File: src/hw/id_pkg.sv
// shared widths, encodings and packet structs of the decode stage, referenced as id_pkg::name
package id_pkg;

    // --------------------------------------------------
    // widths fixed by the rv32i isa
    // --------------------------------------------------
    localparam int WORD_W     = 32;
    localparam int REG_ADDR_W = 5;
    localparam int OPCODE_W   = 7;
    localparam int FUNCT3_W   = 3;
    localparam int FUNCT7_W   = 7;
    localparam int ALU_OP_W   = 4;
    localparam int MEM_OP_W   = 4;

    typedef logic [WORD_W-1:0]     word_t;
    typedef logic [REG_ADDR_W-1:0] reg_addr_t;
    typedef logic [FUNCT3_W-1:0]   funct3_t;
    typedef logic [FUNCT7_W-1:0]   funct7_t;

    // --------------------------------------------------
    // major opcodes still decoded
    // --------------------------------------------------
    typedef enum logic [OPCODE_W-1:0] {
        OPC_NOP    = 7'b0000000,
        OPC_LOAD   = 7'b0000011,
        OPC_OP_IMM = 7'b0010011,
        OPC_STORE  = 7'b0100011,
        OPC_OP     = 7'b0110011
    } opcode_e;

    // funct3 of loads
    localparam funct3_t F3_LB  = 3'b000;
    localparam funct3_t F3_LH  = 3'b001;
    localparam funct3_t F3_LW  = 3'b010;
    localparam funct3_t F3_LBU = 3'b100;
    localparam funct3_t F3_LHU = 3'b101;
    // funct3 of stores
    localparam funct3_t F3_SB  = 3'b000;
    localparam funct3_t F3_SH  = 3'b001;
    localparam funct3_t F3_SW  = 3'b010;
    // funct3 of arithmetic, shared by op and op-imm
    localparam funct3_t F3_ADD = 3'b000;
    localparam funct3_t F3_SLL = 3'b001;
    localparam funct3_t F3_XOR = 3'b100;
    localparam funct3_t F3_SR  = 3'b101;
    localparam funct3_t F3_OR  = 3'b110;
    localparam funct3_t F3_AND = 3'b111;

    // funct7: base form, and alternate for sub / sra / srai
    localparam funct7_t F7_BASE = 7'b0000000;
    localparam funct7_t F7_ALT  = 7'b0100000;

    // --------------------------------------------------
    // operations handed to ex
    // --------------------------------------------------
    typedef enum logic [ALU_OP_W-1:0] {
        ALU_NOP, ALU_ADD, ALU_SUB, ALU_SLL, ALU_SRL,
        ALU_SRA, ALU_XOR, ALU_OR, ALU_AND
    } alu_op_e;

    typedef enum logic [MEM_OP_W-1:0] {
        MEM_NOP, MEM_LB, MEM_LH, MEM_LW, MEM_LBU,
        MEM_LHU, MEM_SB, MEM_SH, MEM_SW
    } mem_op_e;

    // fetched instruction as it enters decode
    typedef struct packed {
        word_t insn;
    } fetch_pkt_t;

    // decoded packet held in the id/ex register
    typedef struct packed {
        alu_op_e   alu_op;
        word_t     alu_in_0;
        word_t     alu_in_1;
        mem_op_e   mem_op;
        word_t     mem_wr_data;
        reg_addr_t dst_addr;
        // active high register-file write
        logic      gpr_we;
        // undefined encoding, all side effects off
        logic      illegal;
    } id_ex_pkt_t;

endpackage
File: src/hw/id_stage_top.sv
// top of the decode stage, chains instruction register, decoder and id/ex register
`timescale 1ns/1ps

module id_stage_top (
    input  logic               clk,
    input  logic               rst_n_i,
    // fetch side
    input  logic               in_valid_i,
    output logic               in_ready_o,
    input  id_pkg::fetch_pkt_t in_pkt_i,
    // register-file read port
    output id_pkg::reg_addr_t  gpr_rd_addr_0_o,
    output id_pkg::reg_addr_t  gpr_rd_addr_1_o,
    input  id_pkg::word_t      gpr_rd_data_0_i,
    input  id_pkg::word_t      gpr_rd_data_1_i,
    // ex side
    output logic               out_valid_o,
    input  logic               out_ready_i,
    output id_pkg::id_ex_pkt_t out_pkt_o
);

    // --------------------------------------------------
    // internal links
    // --------------------------------------------------
    logic               insn_valid;
    logic               insn_ready;
    id_pkg::fetch_pkt_t insn_pkt;
    id_pkg::id_ex_pkt_t dec_pkt;

    // if/id register, also addresses the register file
    id_insn_reg u_insn_reg (
        .clk             (clk),
        .rst_n_i         (rst_n_i),
        .in_valid_i      (in_valid_i),
        .in_ready_o      (in_ready_o),
        .in_pkt_i        (in_pkt_i),
        .insn_valid_o    (insn_valid),
        .insn_ready_i    (insn_ready),
        .insn_pkt_o      (insn_pkt),
        .gpr_rd_addr_0_o (gpr_rd_addr_0_o),
        .gpr_rd_addr_1_o (gpr_rd_addr_1_o)
    );

    // same-cycle decode of the held word
    id_decoder u_decoder (
        .insn_pkt_i      (insn_pkt),
        .gpr_rd_data_0_i (gpr_rd_data_0_i),
        .gpr_rd_data_1_i (gpr_rd_data_1_i),
        .dec_pkt_o       (dec_pkt)
    );

    id_ex_reg u_id_ex_reg (
        .clk         (clk),
        .rst_n_i     (rst_n_i),
        .dec_valid_i (insn_valid),
        .dec_ready_o (insn_ready),
        .dec_pkt_i   (dec_pkt),
        .out_valid_o (out_valid_o),
        .out_ready_i (out_ready_i),
        .out_pkt_o   (out_pkt_o)
    );

endmodule

File: src/hw/id_ex_reg.sv
// id/ex pipeline register, presents the decoded packet to ex under valid/ready
`timescale 1ns/1ps

module id_ex_reg (
    input  logic               clk,
    input  logic               rst_n_i,
    input  logic               dec_valid_i,
    output logic               dec_ready_o,
    input  id_pkg::id_ex_pkt_t dec_pkt_i,
    output logic               out_valid_o,
    input  logic               out_ready_i,
    output id_pkg::id_ex_pkt_t out_pkt_o
);

    logic               out_valid_q;
    id_pkg::id_ex_pkt_t out_pkt_q;

    // empty, or ex takes the current packet this edge
    assign dec_ready_o = !out_valid_q || out_ready_i;

    // valid bit, frozen while ex stalls
    always_ff @(posedge clk) begin
        if (!rst_n_i) begin
            out_valid_q <= 1'b0;
        end else if (dec_ready_o) begin
            out_valid_q <= dec_valid_i;
        end
    end

    // packet capture on transfer
    // otherwise held stable for ex
    always_ff @(posedge clk) begin
        if (dec_valid_i && dec_ready_o) begin
            out_pkt_q <= dec_pkt_i;
        end
    end

    assign out_valid_o = out_valid_q;
    assign out_pkt_o   = out_pkt_q;

endmodule

File: src/hw/id_decoder.sv
// combinational rv32i decoder, turns the held instruction and operands into an id/ex packet
`timescale 1ns/1ps

module id_decoder (
    input  id_pkg::fetch_pkt_t insn_pkt_i,
    input  id_pkg::word_t      gpr_rd_data_0_i,
    input  id_pkg::word_t      gpr_rd_data_1_i,
    output id_pkg::id_ex_pkt_t dec_pkt_o
);

    // --------------------------------------------------
    // instruction fields
    // --------------------------------------------------
    id_pkg::word_t   insn;
    id_pkg::opcode_e opcode;
    id_pkg::funct3_t funct3;
    id_pkg::funct7_t funct7;
    logic            is_shift;

    assign insn     = insn_pkt_i.insn;
    assign opcode   = id_pkg::opcode_e'(insn[6:0]);
    assign funct3   = insn[14:12];
    assign funct7   = insn[31:25];
    // slli, srli, srai take shamt instead of imm_i
    assign is_shift = (funct3 == id_pkg::F3_SLL) || (funct3 == id_pkg::F3_SR);

    // --------------------------------------------------
    // immediates
    // --------------------------------------------------
    id_pkg::word_t imm_i;
    id_pkg::word_t imm_sh;
    id_pkg::word_t imm_s;

    // i type, sign extended
    assign imm_i  = {{20{insn[31]}}, insn[31:20]};
    // 5 bit shift amount, zero extended
    assign imm_sh = {27'b0, insn[24:20]};
    // s type, split across two fields
    assign imm_s  = {{20{insn[31]}}, insn[31:25], insn[11:7]};

    // --------------------------------------------------
    // decode
    // --------------------------------------------------
    always_comb begin
        // defaults, also the result of nop and illegal words
        dec_pkt_o.alu_op      = id_pkg::ALU_NOP;
        dec_pkt_o.alu_in_0    = gpr_rd_data_0_i;
        dec_pkt_o.alu_in_1    = gpr_rd_data_1_i;
        dec_pkt_o.mem_op      = id_pkg::MEM_NOP;
        dec_pkt_o.mem_wr_data = gpr_rd_data_1_i;
        dec_pkt_o.dst_addr    = insn[11:7];
        dec_pkt_o.gpr_we      = 1'b0;
        dec_pkt_o.illegal     = 1'b0;

        case (opcode)
            id_pkg::OPC_NOP: begin
                // only the all-zero word is a nop
                dec_pkt_o.illegal = (insn != '0);
            end
            id_pkg::OPC_LOAD: begin
                case (funct3)
                    id_pkg::F3_LB:  dec_pkt_o.mem_op = id_pkg::MEM_LB;
                    id_pkg::F3_LH:  dec_pkt_o.mem_op = id_pkg::MEM_LH;
                    id_pkg::F3_LW:  dec_pkt_o.mem_op = id_pkg::MEM_LW;
                    id_pkg::F3_LBU: dec_pkt_o.mem_op = id_pkg::MEM_LBU;
                    id_pkg::F3_LHU: dec_pkt_o.mem_op = id_pkg::MEM_LHU;
                    default:        dec_pkt_o.illegal = 1'b1;
                endcase
                // address is rs1 + imm_i
                if (!dec_pkt_o.illegal) begin
                    dec_pkt_o.alu_op   = id_pkg::ALU_ADD;
                    dec_pkt_o.alu_in_1 = imm_i;
                    dec_pkt_o.gpr_we   = 1'b1;
                end
            end
            id_pkg::OPC_STORE: begin
                case (funct3)
                    id_pkg::F3_SB: dec_pkt_o.mem_op = id_pkg::MEM_SB;
                    id_pkg::F3_SH: dec_pkt_o.mem_op = id_pkg::MEM_SH;
                    id_pkg::F3_SW: dec_pkt_o.mem_op = id_pkg::MEM_SW;
                    default:       dec_pkt_o.illegal = 1'b1;
                endcase
                // address is rs1 + imm_s, no register write
                if (!dec_pkt_o.illegal) begin
                    dec_pkt_o.alu_op   = id_pkg::ALU_ADD;
                    dec_pkt_o.alu_in_1 = imm_s;
                end
            end
            id_pkg::OPC_OP_IMM: begin
                case (funct3)
                    id_pkg::F3_ADD: dec_pkt_o.alu_op = id_pkg::ALU_ADD;
                    id_pkg::F3_XOR: dec_pkt_o.alu_op = id_pkg::ALU_XOR;
                    id_pkg::F3_OR:  dec_pkt_o.alu_op = id_pkg::ALU_OR;
                    id_pkg::F3_AND: dec_pkt_o.alu_op = id_pkg::ALU_AND;
                    id_pkg::F3_SLL: begin
                        if (funct7 == id_pkg::F7_BASE) dec_pkt_o.alu_op = id_pkg::ALU_SLL;
                        else dec_pkt_o.illegal = 1'b1;
                    end
                    id_pkg::F3_SR: begin
                        if (funct7 == id_pkg::F7_BASE) dec_pkt_o.alu_op = id_pkg::ALU_SRL;
                        else if (funct7 == id_pkg::F7_ALT) dec_pkt_o.alu_op = id_pkg::ALU_SRA;
                        else dec_pkt_o.illegal = 1'b1;
                    end
                    // slti / sltiu land here, no comparator
                    default: dec_pkt_o.illegal = 1'b1;
                endcase
                if (!dec_pkt_o.illegal) begin
                    dec_pkt_o.alu_in_1 = is_shift ? imm_sh : imm_i;
                    dec_pkt_o.gpr_we   = 1'b1;
                end
            end
            id_pkg::OPC_OP: begin
                // alternate funct7 only for sub and sra
                if (funct7 == id_pkg::F7_BASE) begin
                    case (funct3)
                        id_pkg::F3_ADD: dec_pkt_o.alu_op = id_pkg::ALU_ADD;
                        id_pkg::F3_SLL: dec_pkt_o.alu_op = id_pkg::ALU_SLL;
                        id_pkg::F3_XOR: dec_pkt_o.alu_op = id_pkg::ALU_XOR;
                        id_pkg::F3_SR:  dec_pkt_o.alu_op = id_pkg::ALU_SRL;
                        id_pkg::F3_OR:  dec_pkt_o.alu_op = id_pkg::ALU_OR;
                        id_pkg::F3_AND: dec_pkt_o.alu_op = id_pkg::ALU_AND;
                        default:        dec_pkt_o.illegal = 1'b1;
                    endcase
                end else if (funct7 == id_pkg::F7_ALT && funct3 == id_pkg::F3_ADD) begin
                    dec_pkt_o.alu_op = id_pkg::ALU_SUB;
                end else if (funct7 == id_pkg::F7_ALT && funct3 == id_pkg::F3_SR) begin
                    dec_pkt_o.alu_op = id_pkg::ALU_SRA;
                end else begin
                    dec_pkt_o.illegal = 1'b1;
                end
                dec_pkt_o.gpr_we = !dec_pkt_o.illegal;
            end
            // branches, jumps, lui, auipc and the rest
            default: dec_pkt_o.illegal = 1'b1;
        endcase
    end

endmodule

File: src/hw/id_insn_reg.sv
// if/id instruction register of the decode stage, takes fetched words under valid/ready
`timescale 1ns/1ps

module id_insn_reg (
    input  logic               clk,
    input  logic               rst_n_i,
    input  logic               in_valid_i,
    output logic               in_ready_o,
    input  id_pkg::fetch_pkt_t in_pkt_i,
    output logic               insn_valid_o,
    input  logic               insn_ready_i,
    output id_pkg::fetch_pkt_t insn_pkt_o,
    output id_pkg::reg_addr_t  gpr_rd_addr_0_o,
    output id_pkg::reg_addr_t  gpr_rd_addr_1_o
);

    logic               insn_valid_q;
    id_pkg::fetch_pkt_t insn_pkt_q;

    // free slot, or the held word leaves on this edge
    assign in_ready_o = !insn_valid_q || insn_ready_i;

    // valid bit
    always_ff @(posedge clk) begin
        if (!rst_n_i) begin
            insn_valid_q <= 1'b0;
        end else if (in_ready_o) begin
            insn_valid_q <= in_valid_i;
        end
    end

    // instruction word, loaded on accept only
    always_ff @(posedge clk) begin
        if (in_valid_i && in_ready_o) begin
            insn_pkt_q <= in_pkt_i;
        end
    end

    assign insn_valid_o = insn_valid_q;
    assign insn_pkt_o   = insn_pkt_q;

    // rs1 / rs2 straight from the held word
    // so operand data is back within the decode cycle
    assign gpr_rd_addr_0_o = insn_pkt_q.insn[19:15];
    assign gpr_rd_addr_1_o = insn_pkt_q.insn[24:20];

endmodule

File: config.mk
export PLATFORM = sky130hd
export DESIGN_NAME = id_stage_top
export DESIGN_NICKNAME = d
export VERILOG_FILES = /design/src/hw/id_pkg.sv /design/src/hw/id_stage_top.sv /design/src/hw/id_ex_reg.sv /design/src/hw/id_decoder.sv /design/src/hw/id_insn_reg.sv
export SDC_FILE = /design/constraint.sdc
export NUM_CORES = 1
export LEC_CHECK = 0
export BUFFER_PORTS_ARGS = -buffer_cell sky130_fd_sc_hd__buf_2
export CAP_MARGIN = 20
export CORE_AREA = 2 2 119 121
export DETAILED_ROUTE_END_ITERATION = 10
export DIE_AREA = 0 0 121 123
export PLACE_DENSITY_LB_ADDON = 0.15
export SYNTH_ARGS = -nofsm -noshare
export SYNTH_HDL_FRONTEND = slang
export SYNTH_SLANG_ARGS = --single-unit
File: constraint.sdc
create_clock -name clk -period 22 [get_ports clk]
set_input_delay 4.4 -clock clk [delete_from_list [all_inputs] [get_ports clk]]
set_output_delay 4.4 -clock clk [all_outputs]
set_load 0.02 [all_outputs]
==> impl_metrics.json <==
{
  "status": "finished, final reports clean",
  "final_cell_mix": "buf_2 (222), edfxtp_1 (143), a21o_1 (23), clkbuf_16 (17)",
  "ir_worst_vdd_uv": 61.05,
  "io_buffers": 222,
  "reg2reg_setup_slack_ns": 19.44,
  "hold_viol": 0,
  "r2r_end": "u_id_ex_reg.out_pkt_o[58]",
  "dieHeight_um": 123,
  "fp.dieArea_mm2": 0.01488,
  "finalCritPeriodShare_pct": 43.32,
  "grt_pass1_wl_um": 17400,
  "cts_tree": "built",
  "via_per_inst": 4.726,
  "grt_usage_pct": 16.06,
  "drtAntennaViolNets": 0,
  "clkSinkCount": 145,
  "yosysUniqueCellTypes": 45,
  "start_kind": "input port",
  "grt_max_degree": 87,
  "drt-total-wl_um": 12060,
  "synth_area_mm2": 0.005326,
  "post_drt_wl_per_cell_um": 17.05,
  "cp-end-kind": "output port",
  "synth_top_cell_area_share_pct": 80.62,
  "whs_endpoint": "u_id_ex_reg.out_pkt_o[3]",
  "final_common_cell": "buf_2",
  "antenna_found_initial": 1,
  "required_ns": 17.60,
  "relSlewSlack_pct": 31.22,
  "skew_ns": 0.006160,
  "place.gp.congestion": 0.7802,
  "min_period_ns": 9.531,
  "final_nets": 613,
  "fmax_ghz": 0.1049,
  "area_growth_pct": 33.43,
  "maxCapViolations": 0,
  "core_mm2": 0.01361,
  "holdWs_ns": 0.4714,
  "fin_tns_setup_ns": 0,
  "syn_nets": 389,
  "min-delay-start": "u_insn_reg.insn_pkt_o[8]",
  "powerDensity_mw_per_mm2": 89.13,
  "holdPathStages": 0,
  "grt_overflow": 0,
  "synth_ff_type": "edfxtp_1",
  "worstRegToRegCells": 5,
  "clk_pin_slew_ns": 0.06,
  "chipWidth_um": 121,
  "path_class": "input port to output port",
  "drive_gt1_share_pct": 50.38,
  "ctsResizeCount": 0,
  "ys_seq_elements": 145,
  "clk_latency_ns": 0.41,
  "post-dp-hpwl_um": 8794,
  "cts-htree-levels": 4,
  "rsz0062_at_grt": "no",
  "first_global_vias": 3242,
  "cp_common_cell": "buf_2",
  "yosys.area.top_type": "edfxtp_1",
  "cts_max_path_buffers": 2,
  "crit_family": "simple AND/OR/NAND/NOR gates",
  "yosys_warnings": 0,
  "crit_fanout": 4,
  "ios": 223,
  "synth-edff-count": 143,
  "drc_errors": 0,
  "rows": 43,
  "yosysSeqAreaShare_pct": 81.37,
  "cts_root_buffer": "clkbuf_16",
  "post_cts_buffers": 0,
  "worst_pin_slew_ns": 1.032,
  "p_leak_nw": 2.897,
  "holdBufCountCts": 0,
  "start_util_pct": 39.13,
  "worstPathArrival_ns": 5.13,
  "finalSetupViolCount": 0,
  "crit_buf_inv": 2,
  "synth_cells": 289,
  "cts_buffers": 17,
  "worstPathCellList": "buf_2, nor2b_1, nand2_1, buf_2",
  "drt_pass1_iterations": 4,
  "critPathMaxStageDelay_ns": 0.32,
  "min_path_type": "register to register",
  "initialDrtViolationCount": 287,
  "slew_viol_final": 0,
  "r2r-start": "u_insn_reg.insn_pkt_o[3]",
  "vias": 3341,
  "ys_async_sr_fraction_pct": 0,
  "syn_avg_cell_area_um2": 18.43,
  "nFillCells": 1195,
  "cpMaxStageDelayCell": "nor2b_1",
  "ys_top_cells_by_area": "edfxtp_1 (81%), a21o_1 (3.2%), buf_4 (1.7%), a22o_1 (0.99%), a221o_1 (0.94%)"
}
## layer usage
layer	vias up	global-route usage, %	routed length, µm
met4	2	7.413	228
met3	17	7.980	1556
met5	-	0	5
met2	182	25.14	5612
li1	1593	-	-
met1	1547	18.57	4653
## per-stage QoR
step / power [mW] / std cells / setup WS (ns) / area (µm²) / util (%)
2_1_floorplan: 0.3595 / 289 / 12.01 / 5326 / -
4_1_cts: 0.6412 / 706 / 12.46 / 7104 / 52.19
3_5_place_dp: 0.3807 / 674 / 12.47 / 6563 / 48.21
3_3_place_gp: 0.3793 / 674 / 12.55 / 6563 / 48.21
5_1_grt: 0.6590 / 706 / 12.37 / 7104 / 52.19
6_report: 0.6334 / 707 / 12.47 / 7107 / 52.21
## power by group
group	switching (mW)	internal (mW)
clock network	0.106	0.154
logic	0.0300	0.0178
registers	0.00650	0.320
## registers in the layout (all words and copies together), names as in the netlist
register,count
u_insn_reg.insn_pkt_o,32
u_id_ex_reg.out_valid_o,1
u_id_ex_reg.out_pkt_o,111
u_insn_reg.insn_valid_o,1
## synth_stat cells (2+ instances only)
| cell | number |
|---|---|
| a21o_1 | 23 |
| buf_2 | 2 |
| nor3_1 | 7 |
| dfxtp_1 | 2 |
| or4_1 | 3 |
| nand3_1 | 2 |
| nand2_1 | 8 |
| nor4_1 | 4 |
| o21a_1 | 2 |
| a31oi_1 | 2 |
| a22o_1 | 6 |
| nor2b_1 | 5 |
| a221o_1 | 5 |
| nor4_4 | 2 |
| o21ai_0 | 4 |
| xnor2_1 | 2 |
| clkbuf_1 | 5 |
| and2_1 | 7 |
| o22ai_1 | 2 |
| nor2_1 | 8 |
| nand2b_1 | 2 |
| edfxtp_1 | 143 |
| inv_1 | 4 |
| a21oi_1 | 7 |
| buf_4 | 12 |
## worst max-delay path by stage
stage,start,endpoint,depth (start not counted)
after floorplan,out_ready_i,u_id_ex_reg.out_pkt_o[0],2
after global placement,out_ready_i,in_ready_o,4
after detailed placement,out_ready_i,in_ready_o,4
after CTS,out_ready_i,in_ready_o,4
after global routing,out_ready_i,in_ready_o,4
final,out_ready_i,in_ready_o,4
## logic make-up (layout without fill, tap and decap cells)
kind of cell | after synthesis | in the layout | share of synthesized area [%]
other cells | 0 | 1 | 0
compound gates | 58 | 58 | 8.104
xor+xnor | 2 | 2 | 0.3289
flops | 145 | 145 | 81.37
buf+inv | 24 | 261 | 2.725
simple gates | 60 | 60 | 7.470
## layout make-up
cell class                 count  area, µm²  area share, %
sequential                   145       4334          60.99
timing repair buffer         225       1134          15.95
multi-input combinational    120      854.6          12.02
clock buffer                  17      425.4          5.986
tap                          180      225.2          3.169
clock inverter                15      116.4          1.637
inverter                       4      15.01         0.2113
antenna                        1      2.502        0.03521
(Power assumes the default switching activity.)
